### src/cps2Decrypt_macros.svh
/*
  CPS2 opcode decryption constants
  Key blob length, Feistel round count and 68000 word-address width.
*/
`ifndef CPS2_DECRYPT_MACROS_SVH
`define CPS2_DECRYPT_MACROS_SVH

// bytes in the configuration blob, one per write strobe
`define CPS2_BLOB_BYTES 20

// Feistel rounds applied to an encrypted opcode word
`define CPS2_ROUNDS 4

// 68000 word address, A23..A1
`define CPS2_ADDR_W 23

`endif

### src/cps2DecryptPkg.sv
/*
  CPS2 decryption types
  Packed structs shared by the key loader, the key schedule,
  the Feistel datapath and the top level.
*/
`include "cps2Decrypt_macros.svh"

package cps2DecryptPkg;

    // loader output, combinational from the blob register
    typedef struct packed {
        logic [15:0] addrLimit;        // highest encrypted address, bits 22..7
        logic [63:0] masterKey;        // Feistel master key
    } keyCfg_t;

    // one bus fetch from the CPU side
    typedef struct packed {
        logic [`CPS2_ADDR_W-1:0] addr; // word address
        logic [15:0]             data; // word as read from ROM
        logic                    isOpcode; // instruction fetch, not data read
    } fetch_t;

    // per-fetch key material handed to the datapath
    typedef struct packed {
        logic                              encrypted; // word lies in range
        logic [15:0]                       whiten;    // pre-round whitening
        logic [`CPS2_ROUNDS-1:0][7:0]      subKey;    // one byte per round
    } roundKey_t;

endpackage

### src/cps2Decrypt.sv
/*
  CPS2 opcode decryptor
  Key loader, key schedule, Feistel datapath and sequencer.
  Opcode words inside the keyed range are decrypted, everything
  else passes through with the same five-cycle latency.
*/
`timescale 1ns/1ps

module cps2Decrypt (
    input  logic                   clk,
    input  logic                   rst,
    input  logic [7:0]             keyByte,
    input  logic                   keyWe,
    input  logic                   fetchReq,
    input  cps2DecryptPkg::fetch_t fetch,
    output logic                   busy,
    output logic                   plainValid,
    output logic [15:0]            plainData
);

    import cps2DecryptPkg::*;

    keyCfg_t    keyCfg;     // loader to schedule
    roundKey_t  roundKey;   // schedule to datapath
    logic       load;       // also the schedule's capture
    logic       step;
    logic [1:0] roundIdx;

    cps2KeyLoad keyLoad0 (
        .clk     (clk),
        .rst     (rst),
        .keyByte (keyByte),
        .keyWe   (keyWe),
        .keyCfg  (keyCfg)
    );

    cps2KeySchedule keySched0 (
        .clk      (clk),
        .rst      (rst),
        .capture  (load),
        .fetch    (fetch),
        .keyCfg   (keyCfg),
        .roundKey (roundKey)
    );

    cps2FeistelRound feistel0 (
        .clk       (clk),
        .rst       (rst),
        .load      (load),
        .step      (step),
        .roundIdx  (roundIdx),
        .data      (fetch.data),
        .roundKey  (roundKey),
        .plainData (plainData)
    );

    cps2DecryptCtrl ctrl0 (
        .clk        (clk),
        .rst        (rst),
        .fetchReq   (fetchReq),
        .load       (load),
        .step       (step),
        .roundIdx   (roundIdx),
        .busy       (busy),
        .plainValid (plainValid)
    );

endmodule

### src/cps2DecryptCtrl.sv
/*
  CPS2 decryption sequencer
  Accepts a fetch request only when idle, steps the datapath
  through the rounds and pulses the result strobe for one cycle.
*/
`timescale 1ns/1ps

module cps2DecryptCtrl (
    input  logic       clk,
    input  logic       rst,
    input  logic       fetchReq,
    output logic       load,
    output logic       step,
    output logic [1:0] roundIdx,
    output logic       busy,
    output logic       plainValid
);

    `include "cps2Decrypt_macros.svh"

    localparam logic [1:0] LAST_ROUND = 2'(`CPS2_ROUNDS - 1);

    logic       active;     // rounds in progress
    logic [1:0] rnd;        // round applied at the next edge
    logic       validQ;     // result strobe

    // request while busy is dropped
    assign load = fetchReq && !busy;

    always_ff @(posedge clk or posedge rst) begin
        if (rst) begin
            active <= 1'b0;
            rnd    <= 2'd0;
            validQ <= 1'b0;
        end else begin
            validQ <= 1'b0;                 // one cycle only
            if (load) begin
                active <= 1'b1;             // edge 0, datapath loads
                rnd    <= 2'd0;
            end else if (active) begin
                rnd <= rnd + 2'd1;
                if (rnd == LAST_ROUND) begin
                    active <= 1'b0;         // last round at edge 4
                    validQ <= 1'b1;
                end
            end
        end
    end

    assign step       = active;
    assign roundIdx   = rnd;
    assign plainValid = validQ;
    assign busy       = active || validQ;   // held until the strobe drops

endmodule

### src/cps2FeistelRound.sv
/*
  CPS2 Feistel datapath
  Holds the left and right half-words. Load applies the whitening,
  each step applies one round with the indexed subkey and rotation.
  Bypass words skip both and come out as they went in.
*/
`timescale 1ns/1ps

module cps2FeistelRound (
    input  logic                      clk,
    input  logic                      rst,
    input  logic                      load,
    input  logic                      step,
    input  logic [1:0]                roundIdx,
    input  logic [15:0]               data,
    input  cps2DecryptPkg::roundKey_t roundKey,
    output logic [15:0]               plainData
);

    logic [7:0] left;       // high half
    logic [7:0] right;      // low half
    logic [7:0] mixed;      // round function output
    logic [2:0] rotAmt;     // 1..4 for rounds 0..3
    logic [7:0] whitenHi;
    logic [7:0] whitenLo;

    // rotate a byte left by n
    function automatic logic [7:0] rotl8(input logic [7:0] v, input logic [2:0] n);
        logic [15:0] dbl;
        dbl = {v, v} << n;
        return dbl[15:8];
    endfunction

    // no whitening for bypass words
    assign whitenHi = roundKey.encrypted ? roundKey.whiten[15:8] : 8'h00;
    assign whitenLo = roundKey.encrypted ? roundKey.whiten[7:0]  : 8'h00;

    assign rotAmt = {1'b0, roundIdx} + 3'd1;
    assign mixed  = rotl8(right ^ roundKey.subKey[roundIdx], rotAmt);

    always_ff @(posedge clk or posedge rst) begin
        if (rst) begin
            left  <= 8'h00;
            right <= 8'h00;
        end else if (load) begin
            left  <= data[15:8] ^ whitenHi;
            right <= data[7:0]  ^ whitenLo;
        end else if (step && roundKey.encrypted) begin  // rounds gated for bypass
            left  <= right;
            right <= left ^ mixed;
        end
    end

    assign plainData = {left, right};

endmodule

### src/cps2KeyLoad.sv
/*
  CPS2 key loader
  Takes the configuration blob one byte per rising edge of the
  write strobe into a shift register. A fixed bit scatter turns the
  blob into the 64-bit master key and the 16-bit address limit.
*/
`timescale 1ns/1ps

module cps2KeyLoad (
    input  logic                   clk,
    input  logic                   rst,
    input  logic [7:0]             keyByte,
    input  logic                   keyWe,
    output cps2DecryptPkg::keyCfg_t keyCfg
);

    `include "cps2Decrypt_macros.svh"

    localparam int BLOB_W    = 8 * `CPS2_BLOB_BYTES; // 160 bits of raw blob
    localparam int MAP_MUL   = 7;                    // byte stride, coprime with 20
    localparam int MAP_OFS   = 13;                   // byte offset of the scatter
    localparam int LIMIT_BIT = BLOB_W - 16;          // addrLimit sits in the top map bits

    logic              keyWePrev;   // strobe history for edge detect
    logic              keyTake;     // rising edge of keyWe
    logic [BLOB_W-1:0] raw;         // blob shift register

    // map bit j of the scrambled blob to its raw bit
    // byte j/8 comes from a strided byte, rotated by its own index
    function automatic int srcBit(input int j);
        int b;
        int k;
        b = j / 8;
        k = j % 8;
        return 8 * ((b * MAP_MUL + MAP_OFS) % `CPS2_BLOB_BYTES) + (k + b) % 8;
    endfunction

    assign keyTake = keyWe && !keyWePrev; // level held high counts once

    always_ff @(posedge clk or posedge rst) begin
        if (rst) begin
            keyWePrev <= 1'b0;           // low history after reset
        end else begin
            keyWePrev <= keyWe;
        end
    end

    // newest byte enters at the top, oldest ends up in raw[7:0]
    always_ff @(posedge clk or posedge rst) begin
        if (rst) begin
            raw <= '0;                   // cleared key
        end else if (keyTake) begin
            raw <= {keyByte, raw[BLOB_W-1:8]};
        end
    end

    // master key is map bits 63..0
    for (genvar j = 0; j < 64; j++) begin : gKey
        assign keyCfg.masterKey[j] = raw[srcBit(j)];
    end

    // address limit is map bits 159..144
    for (genvar j = 0; j < 16; j++) begin : gLimit
        assign keyCfg.addrLimit[j] = raw[srcBit(LIMIT_BIT + j)];
    end

endmodule

### src/cps2KeySchedule.sv
/*
  CPS2 key schedule
  Captures the fetch address and kind on acceptance, tests the
  address against the loaded limit and derives the whitening word
  and the address-tweaked round subkeys.
*/
`timescale 1ns/1ps

module cps2KeySchedule (
    input  logic                      clk,
    input  logic                      rst,
    input  logic                      capture,
    input  cps2DecryptPkg::fetch_t    fetch,
    input  cps2DecryptPkg::keyCfg_t   keyCfg,
    output cps2DecryptPkg::roundKey_t roundKey
);

    `include "cps2Decrypt_macros.svh"

    logic [`CPS2_ADDR_W-1:0] addrQ;   // captured word address
    logic                    opQ;     // captured fetch kind
    logic [`CPS2_ADDR_W-1:0] addrSel; // live on the capture cycle, held after
    logic                    opSel;
    logic [15:0]             addrHi;  // address bits 22..7 for the range test

    always_ff @(posedge clk or posedge rst) begin
        if (rst) begin
            opQ <= 1'b0;
        end else if (capture) begin
            opQ <= fetch.isOpcode;
        end
    end

    always_ff @(posedge clk) begin
        if (capture) begin
            addrQ <= fetch.addr;
        end
    end

    // whitening is applied at load, before the fetch is registered
    assign addrSel = capture ? fetch.addr : addrQ;
    assign opSel   = capture ? fetch.isOpcode : opQ;
    assign addrHi  = addrSel[`CPS2_ADDR_W-1 -: 16];

    // data reads and words above the limit bypass the rounds
    assign roundKey.encrypted = opSel && (addrHi <= keyCfg.addrLimit);
    assign roundKey.whiten    = keyCfg.masterKey[63:48]; // key bytes 7 and 6

    // round i mixes key byte i with address byte 0 or 1
    for (genvar i = 0; i < `CPS2_ROUNDS; i++) begin : gSub
        assign roundKey.subKey[i] = keyCfg.masterKey[8*i +: 8] ^ addrSel[8*(i%2) +: 8];
    end

endmodule
### config.mk
export PLATFORM = sky130hd
export DESIGN_NAME = cps2Decrypt
export DESIGN_NICKNAME = d
export VERILOG_FILES = /design/src/cps2DecryptPkg.sv /design/src/cps2Decrypt.sv /design/src/cps2DecryptCtrl.sv /design/src/cps2FeistelRound.sv /design/src/cps2KeyLoad.sv /design/src/cps2KeySchedule.sv
export VERILOG_INCLUDE_DIRS = /design/src
export SDC_FILE = /design/constraint.sdc
export NUM_CORES = 1
export LEC_CHECK = 0
export BUFFER_PORTS_ARGS = -buffer_cell sky130_fd_sc_hd__clkbuf_2
export CAP_MARGIN = 20
export CORE_ASPECT_RATIO = 0.75
export CORE_MARGIN = 2
export CORE_UTILIZATION = 30
export CTS_BUF_LIST = sky130_fd_sc_hd__clkbuf_8
export DETAILED_ROUTE_END_ITERATION = 8
export GPL_TIMING_DRIVEN = 0
export MAX_ROUTING_LAYER = met4
export PLACE_DENSITY = 0.48
export RECOVER_POWER = 25
export SYNTH_ARGS = -nofsm -noshare
export SYNTH_HDL_FRONTEND = slang
export SYNTH_SLANG_ARGS = --single-unit
### constraint.sdc
create_clock -name clk -period 17.3 [get_ports clk]
set_input_delay 3.46 -clock clk [delete_from_list [all_inputs] [get_ports clk]]
set_output_delay 3.46 -clock clk [all_outputs]
set_load 0.01 [all_outputs]
; Word-level counts from Yosys, hierarchy flattened
; Cells that the tools add are included.
; W data, S select, Z words.
[op_classes]
add_sub_neg = 2
multipliers = 0
n_div = 0
magnitude_cmp = 2
n_eq_ne = 1
shift = 1
n_mux = 18
bitwise = 8
n_reduce_logical = 9
[op_table]
columns = operator, count
row1 = $xor A8 B8 Y8, 8
row2 = $mux W8, 7
row3 = $mux W23, 1
row4 = $bmux W8 S2, 1
row5 = $le A16 B16 Y1, 1
row6 = $shl A16 B3 Y16, 1
row7 = $mux W1, 7
row8 = $logic_and A1 B1 Y1, 4
row9 = $mux W2, 2
row10 = $reduce_bool A2 Y1, 2
row11 = $add A2 B1 Y3 const B, 1
row12 = $lt A2 B3 Y1 const B, 1
row13 = $add A2 B1 Y2 const B, 1
row14 = $eq A2 B2 Y1 const B, 1
row15 = $logic_not A1 Y1, 2
row16 = $logic_or A1 B1 Y1, 1
[totals]
reg_bits = 205
latch_bits = 0
ramBits = 0
romBits = 0
input_bits = 52
output_inout_bits = 18
word_cells = 50
n_memories = 0

; Depth between registers and ports, before layout
[logic_depth]
ltp_word = 12
depth_mapped = 17
ltp_nobuf = 11

; Modules after synthesis
; Synthesis repeated with hierarchy kept, for this count alone.
[hier_totals]
cells_unflattened = 888
hier_area_um2 = 11106.9
[by_module_without_submodules]
columns = module, n_inst, cells_each, area_per_inst_um2
row1 = cps2KeyLoad, 1, 421, 6985.4
row2 = cps2FeistelRound, 1, 278, 2284.7
row3 = cps2KeySchedule, 1, 171, 1637.8
row4 = cps2DecryptCtrl, 1, 18, 198.9

; Worst setup path after synthesis
; No wires, ideal clock.
[synth_timing]
kind = input port to flip-flop
from = in fetchReq
to = reg feistel0.left[0]
setup_ns = 0.083
arrival_ns = 6.749
required_time_ns = 17.217
setup_slack_ns = 10.468
cell_stages = 17
cell_sequence = or3b_1 buf_6 buf_6 clkbuf_1 clkbuf_1 nand2_1 nand2_1 ha_1 a21o_1 a21o_1 a221o_1 o221ai_1 clkbuf_1 clkbuf_1 nand3_1 xor2_1 o21ai_0
[synth_via]
elab_chain_len = 7
[synth_lines]
columns = item, line_no
row1 = "start, declared", cps2Decrypt.sv:14  ; input logic fetchReq,
row2 = $logic_and A1 B1 Y1 *, cps2DecryptCtrl.sv:28  ; assign load = fetchReq && !busy;
row3 = $mux W23 *, cps2KeySchedule.sv:41  ; assign addrSel = capture ? fetch.addr : addrQ;
row4 = via keySched0.addrSel[18], cps2KeySchedule.sv:22  ; logic [`CPS2_ADDR_W-1:0] addrSel;
row5 = $le A16 B16 Y1 *, cps2KeySchedule.sv:46  ; assign roundKey.encrypted = opSel && (addrHi <= keyCfg.addrLimit);
row6 = $logic_and A1 B1 Y1 *, cps2KeySchedule.sv:46
row7 = $mux W8, cps2FeistelRound.sv:35  ; assign whitenHi = roundKey.encrypted ? roundKey.whiten[15:8] : 8'h00;
row8 = $xor A8 B8 Y8, cps2FeistelRound.sv:46  ; left <= data[15:8] ^ whitenHi;
row9 = $mux W8, cps2FeistelRound.sv:45  ; end else if (load) begin
row10 = "end signal, assigned", cps2FeistelRound.sv:46
row11 = "end signal, assigned", cps2FeistelRound.sv:49  ; left <= right;
row12 = "end, declared", cps2FeistelRound.sv:20  ; logic [7:0] left;
; Mark *: on every way through the listed nets, which the timed path passes. The rest lies on a longest branch.
; A chain may end at the register's enable or synchronous reset.

==> impl_metrics.ini <==
[final_layout]
final_area_sq_um = 10600
finalNonFillerCells = 1232
syn2layout_area_growth_pct = 16.4
finalNetCount = 877
insertedDiodeCount = 0
drive_gt1_frac = 0.345

[synth]
synth_top_family_by_area = multiplexers
post_synth.cell_area_avg_sq_um = 13.0
synth-compound-area-share = 0.0528
synth_seq_cells = 205
synth_ff_type = dfrtp_1
syn_area_sq_um = 9080
yosys.area.top_type = dfrtp_1
netlist_top_cells_area = dfrtp_1 (50%), mux2_2 (20%), dfxtp_1 (5.1%)
yosys.area_share.simple = 0.0541
synth-xor-area-share = 0.0415
synth_top_area_share = 0.501
syn-num-nets = 769
ys_async_sr_fraction = 0.888
synth-edff-count = 0
synth_cell_types = 43
syn-instance-count = 700
yosys.area_share.adder = 0.0234
ys_seq_area_frac = 0.552
synthMuxAreaShare = 0.248
yosys_warnings = 0

[setup_path]
r2r_start = ctrl0.step
slowest_stage = clkbuf_1
worstReg2RegEnd = feistel0.left[0]
worst-r2r-cell-count = 17
start_kind = input pin
crit_chain = clkbuf_2 > clkinvlp_2 > clkbuf_1
end_kind = asynchronous set/reset pin
required_ns = 16.40
cp_max_fo = 120
critPathTopFamily = buffers and inverters
reg2reg_slack_ns = 11.57
critPathMaxStageDelay_ns = 4.47
criticalPathCategory = in -> async
worstPathArrival_ns = 9.78
crit_buf_inv = 3

[detailed_routing]
wirelength_um = 23800
viasPerCell = 4.67
ant_nets = 0
drc = 0
wl_per_cell_um = 19.4
drtPass1Iterations = 5
vias = 5756
drt-initial-drc-count = 304

[min_path]
min_path_cells = 2
worstHoldStart = keySched0.addrQ[20]
min_to = keySched0.addrQ[20]
hold_path.class = reg -> reg

[cts]
holdBufCountCts = 0
numCtsBuffers = 36
postCtsSetupBuffers = 0
numClockSinks = 205
clkTransAtPathRegs_ns = 0.06
cts-htree-levels = 2
cts-resized-gates = 0
clockBufferDepth = 3
cts-root-buf = clkbuf_8
insertion_delay_ns = 0.54
cts_tree = yes

[place]
placed_area_sq_um = 9960
place.gp.congestion = 0.786
placed_cells = 1169
dpl.hpwl_um = 17500
pre_cts_slack_ns = 8.74
port_buffers = 69

[die]
core-area_sq_um = 30000
row_count = 55
io_pins = 70
dieArea_sq_um = 31700
die_w_um = 205
die_h_um = 155
initial_utilization = 0.303

[job]
maxCapViolations = 2

[global_route]
grt_max_degree = 121
antenna_found_initial = 1
grt_overflow = 0
grt_pass1_vias = 5856
grt_first_pass_wirelength_um = 36900
grtUsageTotal = 0.162

[timing]
whs_ns = 0.456
final.setup.tns_ns = 0
max_slew_margin = -3.19
finalSetupViolations = 0
hold_viol_final = 0
rsz0062_at_grt = false
slew_viol_final = 185
layout_setup_ws_ns = 6.62
skew_ns = 0.0311
worst_pin_slew_ns = 6.28
fin_crit_ns = 10.68
fmaxAchievable_ghz = 0.0936
min_period_over_period = 0.617

[power_and_ir_drop]
p_leak_nw = 4.85
p_per_area_nw_per_um2 = 197
vdd_drop_max_v = 0.0000715

[outcome]
status = finished with violations
violations = capacitance limit, slew limit
==> cell usage after synthesis, drive strengths merged (8+ instances only) <==
library cell,instances
mux4,8
a21oi,10
xor2,11
o21ai,27
buf,9
nand3,9
xnor2,32
ha,17
nand2,63
mux2i,26
clkbuf,32
dfxtp,23
inv,20
dfrtp,182
a31oi,8
nor2,10
mux2,160
==> cells by family after synthesis <==
logic type / after synthesis
mux: 194
simple gates: 107
xor+xnor: 43
fa+ha+maj: 17
flops: 205
buf+inv: 61
compound gates: 73
==> metrics by stage <==
stage	total power (W)	util
floorplan	0.00139	-
global placement	0.00167	0.331
detailed placement	0.00168	0.332
CTS	0.00211	0.354
global route	0.00223	0.352
finish	0.00209	0.352
==> power by group <==
part	switching [W]	total (W)	internal [W]	leakage [nW]
registers	0.000157	0.000821	0.000664	2.52
logic	0.000452	0.000850	0.000398	1.91
clock network	0.000200	0.000415	0.000215	0.409
total	0.000809	0.00209	0.00128	4.85
==> state kept, by name, indices dropped and copies added (netlist names) <==
name	count
feistel0.right	8
ctrl0.roundIdx	2
ctrl0.plainValid	1
ctrl0.step	1
feistel0.left	8
keySched0.addrQ	23
keySched0.opQ	1
keyLoad0.keyWePrev	1
keyLoad0.raw	160
==> tightest hold or removal path: stages, from the launching register on <==
cell and delay [ns]:
dfxtp_1 0.30, nand2_1 0.04, nand2_1 0.08
==> worst max path at each step <==
| stage | cells past startpoint | endpoint | slack (ns) | from |
|---|---|---|---|---|
| after CTS | 16 | feistel0.left[0] | 9.32 | fetchReq |
| after global placement | 2 | keyLoad0.raw[70] | 6.42 | rst |
| after detailed placement | 16 | feistel0.left[0] | 8.74 | fetchReq |
| after global routing | 3 | keyLoad0.raw[100] | 4.88 | rst |
| final | 3 | keyLoad0.raw[76] | 6.62 | rst |
| after floorplan | 1 | ctrl0.plainValid | 8.90 | rst |
==> area by class of cell <==
| class | count | area, sq um |
|---|---|---|
| buffer | 41 | 170 |
| clock buffer | 41 | 564 |
| clock inverter | 22 | 85.1 |
| fill | 3029 | 19400 |
| inverter | 20 | 76.3 |
| multi-input combinational | 434 | 3810 |
| sequential | 205 | 5010 |
| tap | 399 | 499 |
| timing repair buffer | 70 | 349 |
==> routing by layer <==
metal / routed length (um) / share of wire / track usage / vias to the layer above
li1: - / - / - / 2704
met1: 12800 / 0.54 / 0.245 / 2860
met2: 9100 / 0.38 / 0.207 / 157
met3: 1570 / 0.066 / 0.0455 / 35
met4: 369 / 0.015 / 0.0404 / 0
met5: 0 / 0 / - / -
==> cell usage in the layout, fill, tap and decap left out, types with 9 or more instances in the layout <==
cell type,count
dfrtp_1,182
mux2_2,154
clkbuf_2,69
nand2_1,63
clkbuf_8,41
inv_1,39
clkbuf_1,34
xnor2_1,32
o21ai_0,27
mux2i_1,25
dfxtp_1,23
ha_1,17
xor2_1,11
a21oi_1,10
nor2_1,10
nand3_1,9
Power figures use the tool's default switching activity.
